===== config.mk =====
export PLATFORM = sky130hd
export DESIGN_NAME = mlp_controller
export DESIGN_NICKNAME = d
export VERILOG_FILES = /design/src/logic/mlp_pkg.sv /design/src/logic/mlp_controller.sv
export VERILOG_INCLUDE_DIRS = /design/src /design/src/logic
export SDC_FILE = /design/constraint.sdc
export NUM_CORES = 1
export LEC_CHECK = 0
export BUFFER_PORTS_ARGS = -buffer_cell sky130_fd_sc_hd__buf_2
export CELL_PAD_IN_SITES_DETAIL_PLACEMENT = 0
export CELL_PAD_IN_SITES_GLOBAL_PLACEMENT = 1
export CORE_ASPECT_RATIO = 1.75
export CORE_MARGIN = 1.5
export CORE_UTILIZATION = 40
export DETAILED_ROUTE_END_ITERATION = 16
export PLACE_DENSITY_LB_ADDON = 0.1
export SYNTH_ARGS = -nofsm -noshare
export SYNTH_HDL_FRONTEND = slang
export SYNTH_SLANG_ARGS = --single-unit

===== constraint.sdc =====
create_clock -name clk -period 5.15 [get_ports clk]
set_input_delay 0.7725 -clock clk [delete_from_list [all_inputs] [get_ports clk]]
set_output_delay 0.7725 -clock clk [all_outputs]
set_load 0.01 [all_outputs]

===== src/logic/mlp_macros.svh =====
`ifndef MLP_MACROS_SVH
`define MLP_MACROS_SVH

// Stream payload width, one beat per packet
`define MLP_DATA_W 128

// Destination field, wide enough for up to 16 engines
`define MLP_DEST_W 4

// Number of matrix-vector engines behind the crossbar
`define MLP_ENGINES 4

// Matrix rows, equal to the vector length
`define MLP_LANES 4

// Signed weight and vector element width
`define MLP_ELEM_W 8

// One result lane
`define MLP_ACC_W 32

// Board LEDs come up dark
`define MLP_LED_RESET 10'd0

`endif


===== src/logic/mlp_pkg.sv =====
package mlp_pkg;

    // Packet kind carried next to the stream data
    typedef enum logic [1:0] {
        PKT_INSTR  = 2'd0,
        PKT_VECTOR = 2'd1,
        PKT_WEIGHT = 2'd2
    } pkt_type_e;

    // Engine opcode in the low bits of an instruction packet
    typedef enum logic [3:0] {
        OP_NOP      = 4'd0,
        OP_MVM      = 4'd1,
        OP_MVM_RELU = 4'd2,
        OP_CLEAR    = 4'd3
    } mvm_op_e;

    // Host register map
    typedef enum logic [3:0] {
        REG_CONTROL = 4'd0,
        REG_DATA0   = 4'd1,
        REG_DATA1   = 4'd2,
        REG_DATA2   = 4'd3,
        REG_DATA3   = 4'd4,
        REG_INSTR   = 4'd5,
        REG_RESULT0 = 4'd6,
        REG_RESULT1 = 4'd7,
        REG_RESULT2 = 4'd8,
        REG_RESULT3 = 4'd9,
        REG_STATUS  = 4'd10
    } reg_addr_e;

endpackage


===== src/logic/mlp_controller.sv =====
`timescale 1ns/10ps
`include "mlp_macros.svh"

module mlp_controller
    import mlp_pkg::*;
(
    input  logic                   clk,
    input  logic                   reset_n,
    input  logic [3:0]             address,
    input  logic                   chipselect,
    input  logic                   read,
    input  logic                   write,
    input  logic [31:0]            writedata,
    output logic [31:0]            readdata,
    output logic [9:0]             led_out,
    output logic                   req_valid,
    output logic [`MLP_DATA_W-1:0] req_data,
    output logic [`MLP_DEST_W-1:0] req_dest,
    output pkt_type_e              req_type,
    input  logic                   req_ready,
    input  logic                   out_valid,
    input  logic [`MLP_DATA_W-1:0] out_data,
    input  logic [`MLP_DEST_W-1:0] out_src
);

    logic [31:1]            ctrl_bits;
    logic [`MLP_DATA_W-1:0] data_reg;
    logic [31:0]            instr_reg;
    logic [`MLP_DATA_W-1:0] result_reg;
    logic [`MLP_DEST_W-1:0] result_src;
    logic                   ready_flag;
    logic                   wr_en;
    logic                   rd_en;
    logic                   req_fire;
    logic                   ctrl_wr;
    logic                   result_rd;
    pkt_type_e              wr_type;

    assign wr_en    = chipselect && write;
    assign rd_en    = chipselect && read;
    assign req_fire = req_valid && req_ready;
    assign wr_type  = pkt_type_e'(writedata[6:5]);

    // A pending packet locks the control register until it is taken
    assign ctrl_wr = wr_en && (reg_addr_e'(address) == REG_CONTROL) &&
                     (!req_valid || req_ready);

    assign result_rd = rd_en && (address >= REG_RESULT0) && (address <= REG_RESULT3);

    // Send bit doubles as the request valid
    always_ff @(posedge clk) begin
        if (!reset_n) begin
            req_valid <= 1'b0;
            ctrl_bits <= '0;
        end else begin
            if (req_fire)
                req_valid <= 1'b0;
            if (ctrl_wr) begin
                ctrl_bits <= writedata[31:1];
                req_valid <= writedata[0];
            end
        end
    end

    // Packet payload captured with the send
    always_ff @(posedge clk) begin
        if (ctrl_wr && writedata[0]) begin
            req_dest <= writedata[4:1];
            req_type <= wr_type;
            if (wr_type == PKT_INSTR)
                req_data <= {{(`MLP_DATA_W-32){1'b0}}, instr_reg};
            else
                req_data <= data_reg;
        end
    end

    always_ff @(posedge clk) begin
        if (!reset_n) begin
            data_reg  <= '0;
            instr_reg <= '0;
        end else if (wr_en) begin
            case (reg_addr_e'(address))
                REG_DATA0: data_reg[31:0]   <= writedata;
                REG_DATA1: data_reg[63:32]  <= writedata;
                REG_DATA2: data_reg[95:64]  <= writedata;
                REG_DATA3: data_reg[127:96] <= writedata;
                REG_INSTR: instr_reg        <= writedata;
                default: ;
            endcase
        end
    end

    // Newest engine result
    always_ff @(posedge clk) begin
        if (out_valid)
            result_reg <= out_data;
    end

    always_ff @(posedge clk) begin
        if (!reset_n) begin
            result_src <= '0;
            led_out    <= `MLP_LED_RESET;
        end else if (out_valid) begin
            result_src <= out_src;
            led_out    <= out_data[9:0];
        end
    end

    // A fresh result beats a clearing read
    always_ff @(posedge clk) begin
        if (!reset_n)
            ready_flag <= 1'b0;
        else if (out_valid)
            ready_flag <= 1'b1;
        else if (result_rd)
            ready_flag <= 1'b0;
    end

    always_ff @(posedge clk) begin
        if (!reset_n) begin
            readdata <= '0;
        end else if (rd_en) begin
            case (reg_addr_e'(address))
                REG_CONTROL: readdata <= {ctrl_bits, req_valid};
                REG_DATA0:   readdata <= data_reg[31:0];
                REG_DATA1:   readdata <= data_reg[63:32];
                REG_DATA2:   readdata <= data_reg[95:64];
                REG_DATA3:   readdata <= data_reg[127:96];
                REG_INSTR:   readdata <= instr_reg;
                REG_RESULT0: readdata <= result_reg[31:0];
                REG_RESULT1: readdata <= result_reg[63:32];
                REG_RESULT2: readdata <= result_reg[95:64];
                REG_RESULT3: readdata <= result_reg[127:96];
                REG_STATUS:  readdata <= {{(31-`MLP_DEST_W){1'b0}}, result_src, ready_flag};
                default:     readdata <= '0;
            endcase
        end
    end

endmodule


; ---- Word level (Yosys, flattened, before mapping)
; Index checks and enable logic that the tools add are counted.
[word_totals]
reg_bits = 501
output_inout_bits = 177
word_cells = 53
[op_classes]
magnitude_cmp = 2
n_eq_ne = 10
muxes = 6
reduce_logical = 19
[ops]
columns = cell, count
row1 = $pmux W32 S11, 1
row2 = $mux W32, 1
row3 = $eq A4 B3 Y1 const B, 4
row4 = $eq A4 B4 Y1 const B, 3
row5 = $reduce_and A2 Y1, 5
row6 = $eq A4 B2 Y1 const B, 2
row7 = $logic_and A1 B1 Y1, 8
row8 = $eq A4 B1 Y1 const B, 1
row9 = $ge A4 B3 Y1 const B, 1
row10 = $le A4 B4 Y1 const B, 1
row11 = $logic_not A4 Y1, 1
row12 = $mux W1, 4
row13 = $reduce_bool A2 Y1, 2
row14 = $logic_not A2 Y1, 1
row15 = $logic_not A1 Y1, 1
row16 = $logic_or A1 B1 Y1, 1

; ---- Logic depth before layout (Yosys ltp)
[logic_depth]
ltp_word = 5
depth_mapped = 8

; ---- Least setup slack after synthesis
; OpenSTA, ideal clock, no wires.
[synth_timing]
path_kind = in2reg
startpoint = in address[3]
endpoint = reg req_data[0], enable pin
setup_time_ps = 487
arrival_ps = 4170
slack_ps = 493
cell_stages = 6
n_path_buf = 2
path_cell_list = buf_2 -> and4bb_2 -> and3_1 -> buf_2 -> nand2_1 -> inv_1
[synth_via]
elab_chain_cells = 4
[synth_rtl]
columns = element, line
row1 = start: declaration, mlp_controller.sv:9  ; input logic [3:0] address,
row2 = $logic_not A4 Y1, mlp_controller.sv:45  ; assign ctrl_wr = wr_en && (reg_addr_e'(address) == REG_CONTROL) &&
row3 = $logic_and A1 B1 Y1 (2 in series), mlp_controller.sv:45
row4 = $logic_and A1 B1 Y1, mlp_controller.sv:67  ; if (ctrl_wr && writedata[0]) begin
row5 = end signal: assignment, mlp_controller.sv:71  ; req_data <= {{(`MLP_DATA_W-32){1'b0}}, instr_reg};
row6 = end signal: assignment, mlp_controller.sv:73  ; req_data <= data_reg;
row7 = end: declaration, mlp_controller.sv:17  ; output logic [`MLP_DATA_W-1:0] req_data,
; Every way passes these cells.
; A chain may end at the register's enable or synchronous reset.

; ---- Worst setup path in the final report
[layout_timing]
startpoint = in address[2]
endpoint = reg data_reg[113]
[layout_via]
elab_chain_cells = 2
[layout_rtl]
columns = element, line
row1 = $eq A4 B3 Y1, mlp_controller.sv:82  ; case (reg_addr_e'(address))
row2 = $reduce_and A2 Y1 (no source line), -
row3 = end signal: assignment, mlp_controller.sv:86  ; REG_DATA3: data_reg[127:96] <= writedata;
row4 = end: declaration, mlp_controller.sv:27  ; logic [`MLP_DATA_W-1:0] data_reg;
; Every way passes these cells.

==> results.cfg <==
[outcome]
status = finished, final reports clean

[cts]
h-tree-depth = 2
postCtsSetupBuffers = 0
cts_buffer_depth = 3
insertion_delay_ns = 0.57
clk_pin_slew_ns = 0.07
cts-hold-fix-buffers = 0
cts-resized-gates = 0
cts_buffers = 49
cts_tree = built
cts_root_buffer = clkbuf_16
cts_sinks = 501

[logic_synthesis]
async_flop_share_pct = 0
synthTopCellsByArea = edfxtp_1 39%, dfxtp_1 24%, nand2_1 7.7%
ys.flop_type = edfxtp_1
ys_ff_latch = 501
synth_edf_count = 262
synth.distinct_cells = 68
synth_top_area_share_pct = 39.10
synth_top_cell_by_area = edfxtp_1
yosysWarnings = 0
synth_fp_nets = 1967
synth.avg_cell_area_um2 = 11.23
synth.most_common_cell = nand2_1
ys_seq_area_share_pct = 62.87
synthesis.area_um2 = 20120
synth_common_cells = 412 x nand2_1, 262 x edfxtp_1, 239 x dfxtp_1
synthCells = 1792

[pwr]
ir_worst_vdd_mv = 0.2787
power_mw = 8.343
power_density_nw_per_um2 = 349.4
leakagePower_nw = 9.190

[placed_design]
hpwl_um = 50430
dp_slack_ns = 1.333
port_buffers = 351
gp_congestion = 0.8552
place_inst = 2694

[cells_and_area]
seq_area_um2 = 12650
multi_input_area_um2 = 6853
layout.cells.non_filler = 2786
drive_gt1_share_pct = 26.19
nFillCells = 4699
nets = 2260
syn2layout_area_growth_pct = 18.66

[timing]
setup_viol_count_final = 0
finalMaxSlewViolations = 0
clock.fmax_mhz = 298.5
maxSlewHeadroom_pct = 23.91
grt_setup_unrepaired = no
fin_worst_skew_ns = 0.01034
fin_crit_sh_pct = 65.05
fin_tns_setup_ns = 0
hold_violations = 0
period_needed_ns = 3.350
worst_slack_ns = 1.800
worstMarginPinSlew_ns = 1.141
hold_slack_ns = 0.3737

[min_path]
hp-start = out_data[123]
hp-class = in2reg

[floorplanning]
start_util_pct = 40.58
io_pins = 352
die_w_um = 172.6
coreArea_um2 = 49590
die_h_um = 299.7
die_area_um2 = 51720
rows = 108

[worst_setup_path]
crit_path_end_kind = register
critPathLaunchType = primary input
critPathKind = in2reg
cpPeakStageDelay_ns = 0.93
reg2reg_from = req_valid$_SDFFE_PN0P_
worst_path_most_repeated_cell = buf_4
critPathRequiredTime_ns = 5.64
critPathTopFamily = simple AND/OR/NAND/NOR gates
path_max_fanout = 61
slowest_stage = nor3_4
crit_path_cell_trace = buf_4 > nand2b_1 > nor3_4 > buf_4 > nand2_1 > a21oi_1
critPathLaunch = address[2]
critical_path_arrival_ns = 3.84
cp_num_buf_inv = 2

[job]
max_cap_violations = 0

[global_route]
antenna_found_initial = 5
grt_use_met2_pct = 49.35
met1_usage_pct = 34.01
busiest_layer = met2
grt_max_degree = 107
grt_pass1_wl_um = 105900
use_met3_pct = 3.971
grt_pass1_vias = 15080
grtUsageTotal_pct = 28.12
grt_overflow = 0

[drt]
firstDrtPassIters = 5
drc_errors = 0
avgRoutedWirePerCell_um = 26.69
postRouteAntennaNets = 0
first_iter_violations = 1385
via_per_inst = 5.544
vias = 15450
postRouteWirelength_um = 74370
placed cells by master (no fill, tap or decap), types with 4 or more instances in the layout:
master,netlist,routed
o22ai_1,22,22
mux2_4,4,4
mux2_2,61,61
clkbuf_1,68,10
buf_2,44,348
o31a_1,6,6
mux2i_1,50,50
buf_4,7,28
dfxtp_1,239,239
clkinv_1,0,5
nor2_1,25,24
o21ai_0,19,19
nand3b_1,8,8
nand4bb_1,5,5
a32oi_1,11,11
a22oi_1,47,47
a221oi_1,13,13
nor2b_1,102,100
o211ai_1,5,5
edfxtp_1,262,262
nand2_1,412,409
a222oi_1,5,5
clkbuf_16,0,50
nand2b_1,7,7
a21oi_1,219,218
a22o_1,19,19
nor3_1,6,5
nand4b_1,5,5
or3b_2,9,9
clkinv_2,0,12
a31oi_1,7,7
nand3_1,11,10
and2_1,10,9
a21o_1,7,7
cell families (layout without fill, tap and decap cells):
| kind of cell | after synthesis | after routing | share of synthesized area [%] |
|---|---|---|---|
| muxes | 119 | 119 | 6.591 |
| buffers and inverters | 140 | 471 | 3.333 |
| AOI/OAI and AO/OA | 412 | 412 | 12.81 |
| and+or+nand+nor | 620 | 620 | 14.39 |
| DFF | 501 | 501 | 62.87 |
| other | 0 | 3 | 0 |
power by group:
part | total [mW] | leakage, nW | switching (mW) | internal (mW)
Clock | 3.49 | 0.750 | 1.55 | 1.93
Sequential | 4.35 | 4.69 | 0.0528 | 4.30
Combinational | 0.509 | 3.75 | 0.353 | 0.156
worst paths after layout:
kind / end / slack (ns) / cells after the start
worst max-delay path: data_reg[113]$_SDFFE_PN0P_ / 1.80 / 6
worst min-delay path: result_reg[123]$_DFFE_PP_ / 0.37 / 1
worst max register to register: req_data[109]$_SDFFCE_PP0P_ / 2.89 / 5
worst min register to register: ctrl_bits[11]$_SDFFE_PN0P_ / 0.45 / 2
stage by stage:
stage          instance area [um2]  utilization [%]
6_report                     23880            48.15
3_5_place_dp                 22360            45.08
2_1_floorplan                20120                -
3_3_place_gp                 22360            45.08
5_1_grt                      23880            48.14
4_1_cts                      23870            48.13
layout make-up:
class | count | area share (%)
multi-input combinational | 1151 | 28.70
timing repair buffer | 379 | 8.389
tap | 660 | 3.458
clock buffer | 66 | 5.643
antenna | 3 | 0.03144
sequential | 501 | 52.99
clock inverter | 23 | 0.7022
inverter | 3 | 0.08908
routing by layer:
metal  share of wire [%]  vias to the layer above
met5                   0                        -
met4                 4.8                        0
met3                 6.1                      131
met2                  51                      666
met1                  39                     7643
li1                    -                     7006
(Power assumes the default switching activity.)
