`src/logic/mlp_macros.svh`:
```
`ifndef MLP_MACROS_SVH
`define MLP_MACROS_SVH

// Stream payload width, one beat per packet
`define MLP_DATA_W 128

// Destination field, wide enough for up to 16 engines
`define MLP_DEST_W 4

// Number of matrix-vector engines behind the crossbar
`define MLP_ENGINES 4

// Matrix rows, equal to the vector length
`define MLP_LANES 4

// Signed weight and vector element width
`define MLP_ELEM_W 8

// One result lane
`define MLP_ACC_W 32

// Board LEDs come up dark
`define MLP_LED_RESET 10'd0

`endif

```
`src/logic/mlp_pkg.sv`:
```
package mlp_pkg;

    // Packet kind carried next to the stream data
    typedef enum logic [1:0] {
        PKT_INSTR  = 2'd0,
        PKT_VECTOR = 2'd1,
        PKT_WEIGHT = 2'd2
    } pkt_type_e;

    // Engine opcode in the low bits of an instruction packet
    typedef enum logic [3:0] {
        OP_NOP      = 4'd0,
        OP_MVM      = 4'd1,
        OP_MVM_RELU = 4'd2,
        OP_CLEAR    = 4'd3
    } mvm_op_e;

    // Host register map
    typedef enum logic [3:0] {
        REG_CONTROL = 4'd0,
        REG_DATA0   = 4'd1,
        REG_DATA1   = 4'd2,
        REG_DATA2   = 4'd3,
        REG_DATA3   = 4'd4,
        REG_INSTR   = 4'd5,
        REG_RESULT0 = 4'd6,
        REG_RESULT1 = 4'd7,
        REG_RESULT2 = 4'd8,
        REG_RESULT3 = 4'd9,
        REG_STATUS  = 4'd10
    } reg_addr_e;

endpackage

```
`src/logic/mvm_engine.sv`:
```
`timescale 1ns/10ps
`include "mlp_macros.svh"

module mvm_engine
    import mlp_pkg::*;
(
    input  logic                   clk,
    input  logic                   reset_n,
    input  logic                   req_valid,
    input  logic [`MLP_DATA_W-1:0] req_data,
    input  pkt_type_e              req_type,
    output logic                   req_ready,
    output logic                   res_valid,
    output logic [`MLP_DATA_W-1:0] res_data,
    input  logic                   res_ready
);

    localparam int LANES = `MLP_LANES;
    localparam int EW    = `MLP_ELEM_W;
    localparam int AW    = `MLP_ACC_W;
    localparam int PW    = 2 * EW;

    logic signed [EW-1:0] weight [LANES][LANES];
    logic signed [EW-1:0] vec_x [LANES];
    logic signed [PW-1:0] prod [LANES][LANES];
    logic signed [AW-1:0] row_sum [LANES];
    logic signed [AW-1:0] sum_q [LANES];
    mvm_op_e              op_reg;
    mvm_op_e              req_op;
    logic                 s1_valid;
    logic                 s2_valid;
    logic                 relu1;
    logic                 relu2;
    logic                 s1_free;
    logic                 s2_free;
    logic                 s3_free;
    logic                 req_fire;
    logic                 vec_go;

    // Each stage can take new work when empty or draining
    assign s3_free   = !res_valid || res_ready;
    assign s2_free   = !s2_valid || s3_free;
    assign s1_free   = !s1_valid || s2_free;
    assign req_ready = s1_free;

    assign req_fire = req_valid && req_ready;
    assign req_op   = mvm_op_e'(req_data[3:0]);

    // Vectors under NOP are consumed without a result
    assign vec_go = req_fire && (req_type == PKT_VECTOR) &&
                    (op_reg == OP_MVM || op_reg == OP_MVM_RELU);

    always_comb begin
        for (int c = 0; c < LANES; c++)
            vec_x[c] = req_data[EW*c +: EW];
    end

    // Byte 4r+c of a weight packet is W[r][c]
    always_ff @(posedge clk) begin
        if (req_fire && req_type == PKT_WEIGHT) begin
            for (int r = 0; r < LANES; r++)
                for (int c = 0; c < LANES; c++)
                    weight[r][c] <= req_data[EW*(LANES*r+c) +: EW];
        end else if (req_fire && req_type == PKT_INSTR && req_op == OP_CLEAR) begin
            for (int r = 0; r < LANES; r++)
                for (int c = 0; c < LANES; c++)
                    weight[r][c] <= '0;
        end
    end

    always_ff @(posedge clk) begin
        if (!reset_n)
            op_reg <= OP_NOP;
        else if (req_fire && req_type == PKT_INSTR) begin
            case (req_op)
                OP_MVM, OP_MVM_RELU: op_reg <= req_op;
                default:             op_reg <= OP_NOP;
            endcase
        end
    end

    // Pipeline valid bits
    always_ff @(posedge clk) begin
        if (!reset_n) begin
            s1_valid  <= 1'b0;
            s2_valid  <= 1'b0;
            res_valid <= 1'b0;
        end else begin
            if (s1_free)
                s1_valid <= vec_go;
            if (s2_free)
                s2_valid <= s1_valid;
            if (s3_free)
                res_valid <= s2_valid;
        end
    end

    // Product stage
    always_ff @(posedge clk) begin
        if (vec_go) begin
            relu1 <= (op_reg == OP_MVM_RELU);
            for (int r = 0; r < LANES; r++)
                for (int c = 0; c < LANES; c++)
                    prod[r][c] <= weight[r][c] * vec_x[c];
        end
    end

    always_comb begin
        for (int r = 0; r < LANES; r++) begin
            row_sum[r] = '0;
            for (int c = 0; c < LANES; c++)
                row_sum[r] = row_sum[r] + prod[r][c];
        end
    end

    // Sum stage
    always_ff @(posedge clk) begin
        if (s1_valid && s2_free) begin
            relu2 <= relu1;
            for (int r = 0; r < LANES; r++)
                sum_q[r] <= row_sum[r];
        end
    end

    // Output register, negative lanes zeroed under ReLU
    always_ff @(posedge clk) begin
        if (s2_valid && s3_free) begin
            for (int r = 0; r < LANES; r++)
                res_data[AW*r +: AW] <= (relu2 && sum_q[r][AW-1]) ? '0 : sum_q[r];
        end
    end

endmodule

```
`config.mk`:
```
export PLATFORM = sky130hd
export DESIGN_NAME = mvm_engine
export DESIGN_NICKNAME = d
export VERILOG_FILES = /design/src/logic/mlp_pkg.sv /design/src/logic/mvm_engine.sv
export VERILOG_INCLUDE_DIRS = /design/src /design/src/logic
export SDC_FILE = /design/constraint.sdc
export NUM_CORES = 2
export LEC_CHECK = 0
export BUFFER_PORTS_ARGS = -buffer_cell sky130_fd_sc_hd__buf_2
export CORE_ASPECT_RATIO = 1.1
export CORE_MARGIN = 2
export CORE_UTILIZATION = 65
export DETAILED_ROUTE_END_ITERATION = 8
export MAX_ROUTING_LAYER = met4
export PLACE_DENSITY = 0.83
export SLEW_MARGIN = 40
export SYNTH_ARGS = -nofsm -noshare
export SYNTH_HDL_FRONTEND = slang
export SYNTH_SLANG_ARGS = --single-unit
```
`constraint.sdc`:
```
create_clock -name clk -period 33.1 [get_ports clk]
set_input_delay 9.93 -clock clk [delete_from_list [all_inputs] [get_ports clk]]
set_output_delay 9.93 -clock clk [all_outputs]
set_load 0.02 [all_outputs]
```
**Word level (Yosys, flattened, before mapping)**

Memory sizes are Yosys's and may differ from the RTL's.
Cells that the tools add are included.

- Input port bits: 134
- RAM bits: 512
- Memories: 3
- Word-level logic and storage cells: 111
- Register bits after elaboration: 137
- Output and inout port bits: 130

Memory list:

| memory | depth | width | rd ports | clocked after Yosys merged registers in | wr ports | RTL line | source |
|---|---|---|---|---|---|---|---|
| prod | 4 | 64 | 4 | 0 | 4 | mvm_engine.sv:25 | `logic signed [PW-1:0] prod [LANES][LANES];` |
| sum_q | 4 | 32 | 4 | 0 | 4 | mvm_engine.sv:27 | `logic signed [AW-1:0] sum_q [LANES];` |
| weight | 4 | 32 | 4 | 0 | 4 | mvm_engine.sv:23 | `logic signed [EW-1:0] weight [LANES][LANES];` |

- Add/subtract/negate cells: 12
- Bitwise gates (word level): 16
- $mul: 16
- Reduce and logical (&&, ||, !) cells: 21
- Mux-type cells: 26
- Eq/ne operators: 7

Operator list:

| kind | count |
|---|---|
| multiplier 8 x 8 -> 16 bit | 16 |
| two-way mux 8 bit | 16 |
| adder 18 x 16 -> 19 bit | 4 |
| adder 17 x 16 -> 18 bit | 4 |
| adder 16 x 16 -> 17 bit | 4 |
| OR 1 bit | 16 |
| equality test 4 x 2 -> 1 bit, second input constant | 3 |
| logical AND 1 bit | 12 |
| two-way mux 1 bit | 9 |
| equality test 4 x 1 -> 1 bit, second input constant | 2 |
| logical OR 1 bit | 4 |
| two-way mux 4 bit | 1 |
| logical NOT 1 bit | 3 |
| equality test 2 x 1 -> 1 bit, second input constant | 1 |
| equality test 2 bit, second input constant | 1 |
| logical NOT 2 bit | 1 |
| OR reduction 2 bit | 1 |

**Longest topological paths before layout**

- Word-level depth: 11
- Gate-level depth with buffers: 20
- Depth with buffers taken out: 19

**Worst setup path after synthesis**

No wires, ideal clock.

- Kind: input to register
- From: input port req_type[1]
- To: memory prod[0][0] (netlist bit) (enable)
- Path slack: 4.335 ns
- Required time: 31.906 ns
- Setup time: 1.194 ns
- Arrival: 27.571 ns
- Buffers on the path: 0
- Stages on the path: 1
- Cell sequence: nor3_1

RTL lines:

| element | RTL line | source |
|---|---|---|
| from (decl) | mvm_engine.sv:11 | `input pkt_type_e req_type,` |
| to (decl) | mvm_engine.sv:25 |  |

**Worst setup path after layout**

- From: input port res_ready
- To: output port req_ready

- Cells in the longest elaborated chain, start to end: 3

Ends and longest elaborated chain:

| element | RTL line | source |
|---|---|---|
| from (decl) | mvm_engine.sv:15 | `input logic res_ready` |
| logical OR 1 bit | mvm_engine.sv:41 | `assign s3_free = !res_valid \|\| res_ready;` |
| logical OR 1 bit | mvm_engine.sv:42 | `assign s2_free = !s2_valid \|\| s3_free;` |
| logical OR 1 bit | mvm_engine.sv:43 | `assign s1_free = !s1_valid \|\| s2_free;` |
| to (decl) | mvm_engine.sv:12 | `output logic req_ready,` |

Every way passes these cells.

==> PnR_summary.wiki <==
{| class="wikitable"
! Metric !! Value
|-
| Worst setup slack before clock tree synthesis || 12.59 ns
|-
| Clock insertion delay at the later pin of the skew report || 0.71 ns
|-
| Average via count per standard cell || 5.56
|-
| Fmax achieved || 0.0488 GHz
|-
| Count of filler cells inserted in the layout || 6996
|-
| CTS tree || yes
|-
| Power Internal || 2.85 mW
|-
| Most common cell after layout, fill and taps aside || inv_1
|-
| Max reg flops || 256
|-
| # clock sinks || 545
|-
| Pin count of the biggest net entering global routing || 98
|-
| Fraction of power consumed by the clock network || 13.8%
|-
| Initial antenna violation count || 1
|-
| Aggregate negative setup slack || 0 ns
|-
| Slowest CP cell || nor2b_4
|-
| Total Wirelength || 144000 um
|-
| Clock root cell || clkbuf_16
|-
| Leak || 31.8 nW
|-
| Mapped Area || 64100 sq um
|-
| Number of DRC violations after detailed-routing iteration 0 || 2623
|-
| Register bank with the most flops || prod
|-
| Count of vias placed by the detailed router || 42425
|-
| Hold Buf Count CTS || 0
|-
| Overall global routing resource usage || 30.8%
|-
| Placed insts || 7515
|-
| WS Path Type || in2out
|-
| Syn_nets || 7838
|-
| Arrival time worst endpoint || 10.57 ns
|-
| Async S/R FF share, synth || 0%
|-
| Final GP Congestion || 0.936
|-
| Flip-flop cell with the highest count after synthesis || edfxtp_1
|-
| Share of the cycle needed by the critical path after routing || 61.9%
|-
| Number of gates resized after CTS || 0
|-
| TritonRoute pass-1 iters || 8
|-
| CORE AREA || 97600 sq um
|-
| Count of buffers from port buffering || 263
|-
| Hold Fails Final Rpt || 0
|-
| Buffer and inverter count on the worst path || 2
|-
| Cells along the critical path || buf_2, nor2b_4, nand3_2, buf_2
|-
| Post-DRT Antenna Nets || 0
|-
| Register bit total from synthesis || 545
|-
| Worst Setup Start Kind || input pin
|-
| Warning count from the yosys run || 0
|-
| Category of cells accounting for the largest share of critical-path delay || simple AND/OR/NAND/NOR gates
|-
| Setup repair after global routing missed its margin || false
|-
| Kind of end point of the critical path || primary output
|-
| Worst-case clock skew || 0.0518 ns
|-
| First-pass GRT wire length || 235000 um
|-
| Post-synthesis instance total || 6156
|-
| Top fanout value on the critical path || 5
|-
| Nets@finish || 7980
|-
| Commonest non-fill, non-tap cells in the layout || inv_1 (1339), fa_1 (1012), and2_1 (820)
|-
| Share of final-layout standard cells stronger than drive strength 1 || 6.83%
|-
| Max-slew violation count || 0
|-
| Setup fix buffers added after clock tree synthesis || 0
|-
| DIE HEIGHT || 333 um
|-
| Top-Level Pins || 264
|-
| Clock-pin slew on the worst setup and hold paths || 0.06 ns
|-
| Total power || 5.20 mW
|-
| Number of synthesized flops with an enable pin || 474
|-
| CP most frequent cell || buf_2
|-
| Number of DRC violations after detailed routing || 0
|-
| Area enclosed by the die boundary || 101000 sq um
|-
| Htree depth || 2
|-
| Longest Clk Path Bufs || 3
|-
| Non-filler instance count after layout || 7632
|-
| Avg Cell Area, Syn || 10.4 sq um
|-
| Vias in the first global route || 45195
|-
| Max IR drop VDD || 0.0679 mV
|-
| Crit-path max cell delay || 0.21 ns
|-
| Registers with the most flip-flops || prod x256, weight x128
|-
| Sequential share of power || 19.3%
|-
| Final setup vio count || 0
|-
| Initial standard-cell utilization of the core || 65.6%
|-
| Final worst slack || 12.60 ns
|-
| Number of CTS-inserted buffers || 61
|-
| Combinational cell fraction of total power || 66.9%
|-
| Horizontal die dimension || 303 um
|-
| Switching Fraction || 45.2%
|-
| Switching component of the power || 2.35 mW
|-
| Minimum clock period after layout || 20.50 ns
|-
| # rows || 120
|-
| Total global routing overflow || 0
|-
| Result of the run || completed
|-
| Classification of the worst-slack hold path || reg2reg
|-
| Estimated wirelength of the detail-placed design || 112000 um
|-
| Unique masters post-synth || 74
|-
| Worst EP required || 23.17 ns
|-
| Area growth from synthesis to layout || 6.59%
|-
| Power Density || 76.2 nW/um^2
|-
| Max-cap violations || 0
|-
| Part of the Yosys area used for sequential elements || 24.4%
|-
| Max transition margin || 43.8%
|-
| Routed length per placed instance || 18.8 um
|-
| Worst slew pin tran || 0.838 ns
|}
[metal layers]
| metal | wire, um | vias up | track usage [%] |
|---|---|---|---|
| li1 | - | 19253 | - |
| met1 | 56400 | 21357 | 38.7 |
| met2 | 70400 | 1496 | 49.8 |
| met3 | 10600 | 319 | 5.13 |
| met4 | 6490 | 0 | 12.2 |
| met5 | 0 | - | - |
[kinds of logic (layout without fill, tap and decap cells)]
logic type	count (synthesis)	after routing	share of synthesized area, %
flip-flops	545	545	24.4
AO/OA/AOI/OAI	433	433	4.54
buffers and inverters	1535	1729	9.45
XOR/XNOR	294	294	4.02
AND/OR/NAND/NOR	1782	1782	15.1
adder cells (fa/ha/maj)	1548	1548	42.1
other	0	1	0
multiplexers	19	19	0.328
[cell usage after synthesis (85+ instances only)]
master / number / area (sq um)
a21oi_1: 114 / 571
and2_1: 821 / 5140
clkbuf_1: 121 / 454
edfxtp_1: 474 / 14200
fa_1: 1012 / 20300
ha_1: 536 / 6710
inv_1: 1339 / 5030
nand2_1: 426 / 1600
nand3_1: 85 / 425
nor2_1: 121 / 454
nor2b_1: 134 / 838
xnor2_1: 257 / 2250
[power groups by stage]
stage,combinational [mW],clock (mW),sequential (mW)
after CTS,3.48,0.726,1.00
final,3.48,0.717,1.01
after global placement,3.29,0,1.02
after floorplan,2.62,0,0.989
after global routing,3.94,0.751,1.01
after detailed placement,3.42,0,1.02
[worst paths after layout]
check / from / endpoint / slack [ns] / cells after the start
setup / recovery: res_ready / req_ready / 12.60 / 4
hold / removal: relu1 / relu2 / 0.47 / 0
setup reg to reg: weight[2][29] / prod[2][63] / 28.04 / 16
hold reg to reg: relu1 / relu2 / 0.47 / 0
[final cells by class]
| class | instances | area, sq um | share of cell area (%) |
|---|---|---|---|
| antenna | 1 | 2.50 | 0.00367 |
| timing repair buffer | 275 | 1480 | 2.16 |
| multi-input combinational | 4076 | 42400 | 62.1 |
| inverter | 1339 | 5030 | 7.36 |
| clock buffer | 69 | 1570 | 2.29 |
| sequential | 545 | 15700 | 22.9 |
| clock inverter | 46 | 546 | 0.799 |
| tap | 1281 | 1600 | 2.35 |
[worst register-to-register path, stage by stage, from the launching register on]
cell	delay, ns
edfxtp_1	0.52
and2_1	0.25
fa_1	0.54
inv_1	0.06
fa_1	0.54
inv_1	0.05
fa_1	0.49
inv_1	0.06
fa_1	0.49
inv_1	0.05
ha_1	0.32
inv_1	0.07
o21ai_1	0.08
o31a_1	0.27
a311o_1	0.36
o31ai_2	0.21
xnor2_1	0.41
[metrics by stage]
step	hold slack [ns]	area [sq um]	util, %
after floorplan	0.400	64100	-
after global placement	0.424	66100	67.7
after detailed placement	0.424	66100	67.8
after CTS	0.465	68200	69.9
after global routing	0.484	68300	70.0
final	0.474	68300	70.0
Note: power is estimated with default switching activity, not from simulation.
