--- config.mk ---
export PLATFORM = sky130hd
export DESIGN_NAME = mvm_crossbar
export DESIGN_NICKNAME = d
export VERILOG_FILES = /design/src/logic/mlp_pkg.sv /design/src/logic/mvm_crossbar.sv
export VERILOG_INCLUDE_DIRS = /design/src /design/src/logic
export SDC_FILE = /design/constraint.sdc
export NUM_CORES = 1
export LEC_CHECK = 0
export ABC_AREA = 1
export BUFFER_PORTS_ARGS = -buffer_cell sky130_fd_sc_hd__buf_4
export CORE_AREA = 2 2 358 360
export DETAILED_ROUTE_END_ITERATION = 16
export DIE_AREA = 0 0 360 362
export GPL_ROUTABILITY_DRIVEN = 0
export SETUP_SLACK_MARGIN = 0.1
export SLEW_MARGIN = 15
export SYNTH_ARGS = -nofsm -noshare
export SYNTH_HDL_FRONTEND = slang
export SYNTH_SLANG_ARGS = --single-unit
--- constraint.sdc ---
create_clock -name clk -period 8 [get_ports clk]
set_clock_uncertainty 0.15 [all_clocks]
set_input_delay 2 -clock clk [delete_from_list [all_inputs] [get_ports clk]]
set_output_delay 2 -clock clk [all_outputs]
set_load 0.02 [all_outputs]
--- src/logic/mlp_macros.svh ---
`ifndef MLP_MACROS_SVH
`define MLP_MACROS_SVH

// Stream payload width, one beat per packet
`define MLP_DATA_W 128

// Destination field, wide enough for up to 16 engines
`define MLP_DEST_W 4

// Number of matrix-vector engines behind the crossbar
`define MLP_ENGINES 4

// Matrix rows, equal to the vector length
`define MLP_LANES 4

// Signed weight and vector element width
`define MLP_ELEM_W 8

// One result lane
`define MLP_ACC_W 32

// Board LEDs come up dark
`define MLP_LED_RESET 10'd0

`endif

--- src/logic/mlp_pkg.sv ---
package mlp_pkg;

    // Packet kind carried next to the stream data
    typedef enum logic [1:0] {
        PKT_INSTR  = 2'd0,
        PKT_VECTOR = 2'd1,
        PKT_WEIGHT = 2'd2
    } pkt_type_e;

    // Engine opcode in the low bits of an instruction packet
    typedef enum logic [3:0] {
        OP_NOP      = 4'd0,
        OP_MVM      = 4'd1,
        OP_MVM_RELU = 4'd2,
        OP_CLEAR    = 4'd3
    } mvm_op_e;

    // Host register map
    typedef enum logic [3:0] {
        REG_CONTROL = 4'd0,
        REG_DATA0   = 4'd1,
        REG_DATA1   = 4'd2,
        REG_DATA2   = 4'd3,
        REG_DATA3   = 4'd4,
        REG_INSTR   = 4'd5,
        REG_RESULT0 = 4'd6,
        REG_RESULT1 = 4'd7,
        REG_RESULT2 = 4'd8,
        REG_RESULT3 = 4'd9,
        REG_STATUS  = 4'd10
    } reg_addr_e;

endpackage

--- src/logic/mvm_crossbar.sv ---
`timescale 1ns/10ps
`include "mlp_macros.svh"

module mvm_crossbar
    import mlp_pkg::*;
(
    input  logic                                      clk,
    input  logic                                      reset_n,
    input  logic                                      req_valid,
    input  logic [`MLP_DATA_W-1:0]                    req_data,
    input  logic [`MLP_DEST_W-1:0]                    req_dest,
    input  pkt_type_e                                 req_type,
    output logic                                      req_ready,
    output logic [`MLP_ENGINES-1:0]                   eng_req_valid,
    output logic [`MLP_DATA_W-1:0]                    eng_req_data,
    output pkt_type_e                                 eng_req_type,
    input  logic [`MLP_ENGINES-1:0]                   eng_req_ready,
    input  logic [`MLP_ENGINES-1:0]                   res_valid,
    input  logic [`MLP_ENGINES-1:0][`MLP_DATA_W-1:0]  res_data,
    output logic [`MLP_ENGINES-1:0]                   res_ready,
    output logic                                      out_valid,
    output logic [`MLP_DATA_W-1:0]                    out_data,
    output logic [`MLP_DEST_W-1:0]                    out_src
);

    localparam int N = `MLP_ENGINES;

    logic [N-1:0]           grant;
    logic [`MLP_DEST_W-1:0] grant_idx;
    logic [`MLP_DEST_W-1:0] last_grant;
    logic                   found;

    // Payload fans out to every engine
    assign eng_req_data = req_data;
    assign eng_req_type = req_type;

    // Destination decode; unknown targets are swallowed
    always_comb begin
        eng_req_valid = '0;
        req_ready     = 1'b1;
        for (int i = 0; i < N; i++) begin
            if (req_dest == `MLP_DEST_W'(i)) begin
                eng_req_valid[i] = req_valid;
                req_ready        = eng_req_ready[i];
            end
        end
    end

    // Round-robin search starting just after the last winner
    always_comb begin
        int idx;
        grant     = '0;
        grant_idx = '0;
        found     = 1'b0;
        for (int k = 0; k < N; k++) begin
            idx = int'(last_grant) + 1 + k;
            if (idx >= N)
                idx = idx - N;
            if (!found && res_valid[idx]) begin
                found      = 1'b1;
                grant[idx] = 1'b1;
                grant_idx  = `MLP_DEST_W'(idx);
            end
        end
    end

    // Output register is emptied every cycle
    assign res_ready = grant;

    always_ff @(posedge clk) begin
        if (!reset_n) begin
            out_valid  <= 1'b0;
            last_grant <= `MLP_DEST_W'(N - 1);
        end else begin
            out_valid <= found;
            if (found)
                last_grant <= grant_idx;
        end
    end

    always_ff @(posedge clk) begin
        if (found) begin
            out_data <= res_data[grant_idx];
            out_src  <= grant_idx;
        end
    end

endmodule

## After elaboration in Yosys (flattened, before gate mapping)

Cells that the tools add are included.

| word-level totals | value |
|---|---|
| register bits | 137 |
| input bits | 657 |
| output and inout bits | 272 |

| operators by class | value |
|---|---|
| add/subtract/negate cells | 8 |
| $lt $le $gt $ge | 13 |
| equality and inequality tests | 3 |
| muxes and demuxes | 46 |
| bitwise logic cells | 3 |
| reductions and logical operators | 11 |

Operator list:

| operator | count |
|---|---|
| 128-bit binary-select mux with 2-bit select | 1 |
| 32-bit by 1-bit greater-or-equal comparator with 1-bit output, second input constant | 4 |
| 32-bit by 4-bit < comparator with 1-bit output, second input constant | 4 |
| 128-bit 2-to-1 mux | 1 |
| 32-bit 2-to-1 mux | 4 |
| 32-bit by 4-bit greater-or-equal comparator with 1-bit output, second input constant | 3 |
| 32-bit by 4-bit subtractor with 32-bit output, second input constant | 3 |
| 32-bit by 2-bit adder with 32-bit output, second input constant | 1 |
| 32-bit by 3-bit adder with 32-bit output, second input constant | 1 |
| 4-bit 2-to-1 mux | 8 |
| 1-bit 2-to-1 mux | 24 |
| 4-bit bitwise OR | 3 |
| 1-bit binary-select mux with 2-bit select | 4 |
| 1-bit demux with 2-bit select | 4 |
| 4-bit by 2-bit == test with 1-bit output, second input constant | 2 |
| 1-bit logical AND | 7 |
| 6-bit by 3-bit subtractor with 7-bit output, second input constant | 1 |
| 5-bit by 2-bit adder with 6-bit output, second input constant | 1 |
| 6-bit by 3-bit greater-or-equal comparator with 1-bit output, second input constant | 1 |
| 4-bit by 1-bit adder with 5-bit output, second input constant | 1 |
| 4-bit by 1-bit == test with 1-bit output, second input constant | 1 |
| 4-bit zero test | 1 |
| 4-bit by 3-bit < comparator with 1-bit output, second input constant | 1 |
| 1-bit zero test | 3 |

## Logic depth before layout (Yosys ltp)

| logic depth | value |
|---|---|
| depth after elaboration | 18 |
| gate-level depth with buffers | 22 |

## Worst setup path after synthesis

No wires, ideal clock.

| timing | value |
|---|---|
| path kind | input-to-reg |
| from | in res_valid[3] |
| to | reg out_data[0] (enable) |
| setup time | 0.487 ns |
| arrival | 5.206 ns |
| required time | 7.363 ns |
| setup slack | 2.157 ns |
| stages on the path | 8 |
| cell sequence | inv_1 o21ai_1 inv_1 o21ai_1 inv_2 nand2_1 nor2_1 inv_1 |

| between the ends | value |
|---|---|
| word-level cells in the longest chain between the ends | 13 |
| elaborated cells between the ends (all ways) | 22 |

Ends and longest elaborated chain:

| what | RTL line | source |
|---|---|---|
| start, declared | mvm_crossbar.sv:18 | `` input logic [`MLP_ENGINES-1:0] res_valid, `` |
| 1-bit binary-select mux with 2-bit select | mvm_crossbar.sv:59 | `if (!found && res_valid[idx]) begin` |
| 1-bit 2-to-1 mux (not written as such) (2 in a row) | mvm_crossbar.sv:59 |  |
| 1-bit 2-to-1 mux | mvm_crossbar.sv:59 |  |
| 1-bit zero test | mvm_crossbar.sv:59 |  |
| 1-bit logical AND | mvm_crossbar.sv:59 |  |
| 1-bit 2-to-1 mux | mvm_crossbar.sv:59 |  |
| 1-bit zero test | mvm_crossbar.sv:59 |  |
| 1-bit logical AND | mvm_crossbar.sv:59 |  |
| 1-bit 2-to-1 mux | mvm_crossbar.sv:59 |  |
| 1-bit zero test | mvm_crossbar.sv:59 |  |
| 1-bit logical AND | mvm_crossbar.sv:59 |  |
| 1-bit 2-to-1 mux * | mvm_crossbar.sv:59 |  |
| net found | mvm_crossbar.sv:31 | `logic found;` |
| end signal, assigned | mvm_crossbar.sv:83 | `out_data <= res_data[grant_idx];` |
| end, declared | mvm_crossbar.sv:22 | `` output logic [`MLP_DATA_W-1:0] out_data, `` |

Mark *: on every way through the listed nets, which the timed path passes. The rest lies on a longest branch. The select of a mux whose other input is x is not followed.
A chain may end at the register's enable or synchronous reset.

## Worst setup path after layout

| timing | value |
|---|---|
| from | reg last_grant[0] |
| to | out res_ready[3] |

| between the ends | value |
|---|---|
| word-level cells in the longest chain between the ends | 16 |
| elaborated cells between the ends (all ways) | 64 |

Ends and longest elaborated chain:

| what | RTL line | source |
|---|---|---|
| start, declared | mvm_crossbar.sv:30 | `` logic [`MLP_DEST_W-1:0] last_grant; `` |
| start signal, assigned | mvm_crossbar.sv:73 | `` last_grant <= `MLP_DEST_W'(N - 1); `` |
| start signal, assigned | mvm_crossbar.sv:77 | `last_grant <= grant_idx;` |
| 4-bit by 1-bit adder with 5-bit output * | mvm_crossbar.sv:56 | `idx = int'(last_grant) + 1 + k;` |
| parallel branches: the longest is 14 deep, another holds 32-bit by 2-bit adder with 32-bit output | - |  |
| 4-bit 2-to-1 mux * | mvm_crossbar.sv:59 |  |
| end, declared | mvm_crossbar.sv:20 | `` output logic [`MLP_ENGINES-1:0] res_ready, `` |

Mark *: on every way between the ends. The select of a mux whose other input is x is not followed.

==> results by stage <==
Run status:
- The flow ran to the end, and the final reports show no timing, DRC or antenna violations.

Timing:
- Summed over all failing endpoints, the final setup total negative slack is 0 ns.
- The count of pins over their slew limit is 0.
- The final clock period utilization by the worst path is 79.8%.
- The post-layout minimum cycle time is 6.39 ns.
- Hold timing on the final database bottoms out at a slack of 0.502 ns.
- Setup violations remaining at the end of the flow were counted as 0.
- Setup repair after global routing left no endpoint under its margin.
- At the pin with the least slew margin, the transition time is 1.11 ns.
- The worst-case headroom to the max-slew limit is 25.7%.
- The achievable clock frequency is 157 MHz.
- The count of final hold-check violations is 0.

Clocking:
- TritonCTS built the clock tree.
- TritonCTS created 17 clock buffers.
- The number of buffers on the longest clock path is 2.
- The number of clock sinks is 137.
- Buffers inserted to repair hold after CTS numbered 0.
- The number of buffers inserted to repair setup after CTS is 0.
- After clock tree synthesis, the clock-pin slew on the worst setup and hold paths is 0.08 ns.
- The total of cells resized after clock tree synthesis is 0.
- The later-pin clock latency in the skew report is 0.50 ns.
- The clock root buffer master is sky130_fd_sc_hd__clkbuf_16.
- The deepest level of the CTS H-tree is 4.

Global route:
- The number of antenna violations at the first check in global routing is 37.
- The via count of the first global-routing pass came to 13.0k.
- The total overflow reported by the global router is 0.
- Global routing consumed, over all layers together, 12.3% of the routing resources.
- Entering global routing, the biggest net connects 122 pins.
- The first global-routing pass estimated 110 mm of wire.

Power and ir drop:
- The analysis attributes to net switching a power of 5340 uW.
- Per report_power, the combinational group accounts for 71.9% of the total.
- For this design the static power due to leakage is 0.00928 uW.
- The share of total power in the clock network is 9.3%.
- Dividing total power by cell area gives a power density of 515 mW/mm^2.
- The internal portion of the total power is 4130 uW.
- Of the total power, the share spent switching nets is 56.4%.
- Across the VDD grid, the largest voltage drop is 0.441 mV.
- The proportion of power drawn by flip-flops and latches is 18.7%.

Yosys:
- The number of standard cells after synthesis is 1787.
- The number of synthesis warnings is 0.
- The distinct cell type count of the synthesized netlist is 32.
- By area the synthesized netlist is led by sky130_fd_sc_hd__edfxtp_1 33%, sky130_fd_sc_hd__nand2_1 22%, sky130_fd_sc_hd__nand3_1 12%.
- The leading area contributor after synthesis is sky130_fd_sc_hd__edfxtp_1.
- Of all flip-flops after synthesis, the portion carrying an async set or reset was 0%.
- Summed over its instances, the top area cell type makes up 32.6% of the synthesized netlist area.
- The synthesized netlist occupies a cell area of 0.0122 mm^2.
- The most common cell in the synthesized netlist is sky130_fd_sc_hd__nand2_1.
- The number of nets produced by synthesis is 2464.
- The average size of a mapped cell is 6.81 um^2.
- The fraction of the yosys area taken by sequential cells is 33.4%.
- The most used flip-flop cell after synthesis is sky130_fd_sc_hd__edfxtp_1.
- Sorting the synthesized cells by how often they occur yields 727 x sky130_fd_sc_hd__nand2_1, 290 x sky130_fd_sc_hd__nand3_1, 163 x sky130_fd_sc_hd__inv_1, 145 x sky130_fd_sc_hd__buf_4, 133 x sky130_fd_sc_hd__nand3b_1.
- Yosys mapped a number of flops with a built-in enable equal to 132.
- The synthesized design contains 137 register bits.

Critical path:
- The maximum fanout along the worst path is 14.
- At the worst endpoint, the required time is 5.85 ns.
- STA classifies the critical path startpoint as a flop.
- The worst setup path is captured at a primary output.
- The number of cells on the worst reg-to-reg path is 15.
- Data arrives at the worst endpoint at 4.24 ns.
- The setup path with the least slack is of type reg -> out.

Place:
- In this run the tool buffered the top-level ports with 668 buffer cells.
- The HPWL after detailed placement is 69.6 mm.

Drt:
- The total vias in the final route is 14.2k.
- The iteration count of the initial detailed-routing pass is 7.
- In the routed layout, each cell is associated on average with a via count of 3.63.
- The average routed wire per standard cell is 21.6 um.
- After detailed routing, the number of remaining DRC violations is 0.
- The number of nets still failing antenna checks after routing is 0.
- The final routed wirelength across all metal layers is 84.5 mm.
- The iteration-0 DRC count of the detailed router is 1503.

Min path:
- The path category of the worst min-delay check is reg -> reg.
- The number of cells on the worst hold path is 4.

Die:
- The y dimension of the die is 362 um.
- The overall die width is 360 um.
- For this configuration, the core starts out at a cell density of 9.60%.
- After floorplanning, the core was divided into 131 placement rows.
- The overall die area is 0.130 mm^2.
- The area of the placeable core is 0.127 mm^2.
- 929 I/O pins were placed.

Finish:
- The number of nets in the finished design is 2915.
- The synthesis-to-layout area growth is 51.3%.
- The post-route netlist has 32.3% of its cells at a drive strength greater than 1.

Flow run:
- The number of maximum-capacitance constraint violations is 0.
[per-layer routing]
| layer | vias up | global-route usage, % | wire, um |
|---|---|---|---|
| met3 | 217 | 5.56 | 9310 |
| li1 | 6483 | - | - |
| met1 | 6681 | 14.4 | 32900 |
| met4 | 16 | 3.48 | 2230 |
| met2 | 826 | 20.0 | 40000 |
| met5 | - | 0 | 115 |
[logic make-up after synthesis]
kind of cell             synth area share (%)
AND/OR/NAND/NOR                          44.6
AO/OA/AOI/OAI                           0.813
adder cells (fa/ha/maj)                  2.06
XOR/XNOR                                0.216
flip-flops                               33.4
buffers and inverters                    18.9
[path summary, 6_finish.rpt]
| path | start | to | slack (ns) |
|---|---|---|---|
| worst max-delay path | last_grant[0]$_SDFFE_PN1P_ | res_ready[3] | 1.61 |
| worst min-delay path | last_grant[3]$_SDFFE_PN0P_ | last_grant[3]$_SDFFE_PN0P_ | 0.50 |
| worst max register to register | last_grant[0]$_SDFFE_PN1P_ | out_data[20]$_DFFE_PP_ | 3.44 |
| worst min register to register | last_grant[3]$_SDFFE_PN0P_ | last_grant[3]$_SDFFE_PN0P_ | 0.50 |
[placed cells by master, fill, tap and decap left out, types with 2 or more instances in the layout]
| cell type | Yosys | final |
|---|---|---|
| sky130_fd_sc_hd__nand2_1 | 727 | 727 |
| sky130_fd_sc_hd__buf_4 | 145 | 673 |
| sky130_fd_sc_hd__nand3_1 | 290 | 290 |
| sky130_fd_sc_hd__inv_1 | 163 | 162 |
| sky130_fd_sc_hd__nand3b_1 | 133 | 133 |
| sky130_fd_sc_hd__edfxtp_1 | 132 | 132 |
| sky130_fd_sc_hd__nor2_1 | 26 | 26 |
| sky130_fd_sc_hd__ha_1 | 20 | 20 |
| sky130_fd_sc_hd__clkbuf_16 | 0 | 17 |
| sky130_fd_sc_hd__diode_2 | 0 | 6 |
| sky130_fd_sc_hd__dfxtp_1 | 5 | 5 |
| sky130_fd_sc_hd__buf_12 | 0 | 5 |
| sky130_fd_sc_hd__inv_2 | 5 | 4 |
| sky130_fd_sc_hd__nand4_1 | 4 | 4 |
| sky130_fd_sc_hd__inv_6 | 0 | 4 |
| sky130_fd_sc_hd__nor3_1 | 4 | 4 |
| sky130_fd_sc_hd__clkinv_4 | 0 | 4 |
| sky130_fd_sc_hd__o21ai_1 | 3 | 3 |
| sky130_fd_sc_hd__nand2_2 | 5 | 3 |
| sky130_fd_sc_hd__o21ai_0 | 3 | 3 |
| sky130_fd_sc_hd__a21oi_1 | 3 | 3 |
| sky130_fd_sc_hd__nand2_8 | 0 | 3 |
| sky130_fd_sc_hd__o211ai_1 | 3 | 3 |
| sky130_fd_sc_hd__bufinv_16 | 0 | 3 |
| sky130_fd_sc_hd__nor2_4 | 2 | 2 |
| sky130_fd_sc_hd__xor2_1 | 2 | 2 |
| sky130_fd_sc_hd__a22oi_1 | 2 | 2 |
| sky130_fd_sc_hd__clkinvlp_4 | 0 | 2 |
| sky130_fd_sc_hd__clkinv_2 | 0 | 2 |
| sky130_fd_sc_hd__clkinv_1 | 0 | 2 |
[through the flow]
stage          std cells  util (%)  total power [uW]  setup slack, ns  area, um^2
2_1_floorplan       1787         -              6460             2.16       12200
3_3_place_gp        3881      14.0              8580             2.25       17800
3_5_place_dp        3881      14.0              8630             2.22       17800
4_1_cts             3913      14.5              9570             1.62       18400
5_1_grt             3915      14.5             10300             1.18       18400
6_report            3919      14.5              9480             1.61       18400
[power by group through the flow]
stage / sequential (uW) / clock [uW] / combinational, uW
2_1_floorplan: 2240 / 0 / 4220
5_1_grt: 1810 / 936 / 7540
3_3_place_gp: 1770 / 0 / 6810
4_1_cts: 1780 / 919 / 6880
3_5_place_dp: 1780 / 0 / 6850
6_report: 1780 / 885 / 6820
[flip-flops by register name (all words and copies together) (netlist names)]
name	count
out_src	4
out_valid	1
out_data	128
last_grant	4
[critical path, stage by stage (launching register included)]
cell and delay, ns:
sky130_fd_sc_hd__dfxtp_1 0.64, sky130_fd_sc_hd__ha_1 0.40, sky130_fd_sc_hd__nand2_1 0.11, sky130_fd_sc_hd__nand2_1 0.18, sky130_fd_sc_hd__inv_1 0.12, sky130_fd_sc_hd__ha_1 0.24
sky130_fd_sc_hd__nand2_1 0.14, sky130_fd_sc_hd__inv_1 0.06, sky130_fd_sc_hd__nand2_1 0.06, sky130_fd_sc_hd__nand2_1 0.11, sky130_fd_sc_hd__ha_1 0.22, sky130_fd_sc_hd__nand2_1 0.07
sky130_fd_sc_hd__o21ai_0 0.09, sky130_fd_sc_hd__nor2_1 0.21, sky130_fd_sc_hd__nand2_1 0.11, sky130_fd_sc_hd__a22oi_1 0.19, sky130_fd_sc_hd__o21a_1 0.16, sky130_fd_sc_hd__ha_1 0.20
sky130_fd_sc_hd__nand3_1 0.09, sky130_fd_sc_hd__nand2_1 0.07, sky130_fd_sc_hd__nand3b_1 0.10, sky130_fd_sc_hd__buf_4 0.15
[cell type report]
| type | instances | area, um^2 |
|---|---|---|
| Antenna cell | 6 | 15.0 |
| Clock buffer | 17 | 425 |
| Clock inverter | 15 | 175 |
| Fill cell | 14600 | 108000 |
| Inverter | 169 | 647 |
| Multi-Input combinational cell | 1235 | 5850 |
| Sequential cell | 137 | 4060 |
| Tap cell | 1662 | 2080 |
| Timing Repair Buffer | 678 | 5150 |
Note: power is estimated with default switching activity, not from simulation.
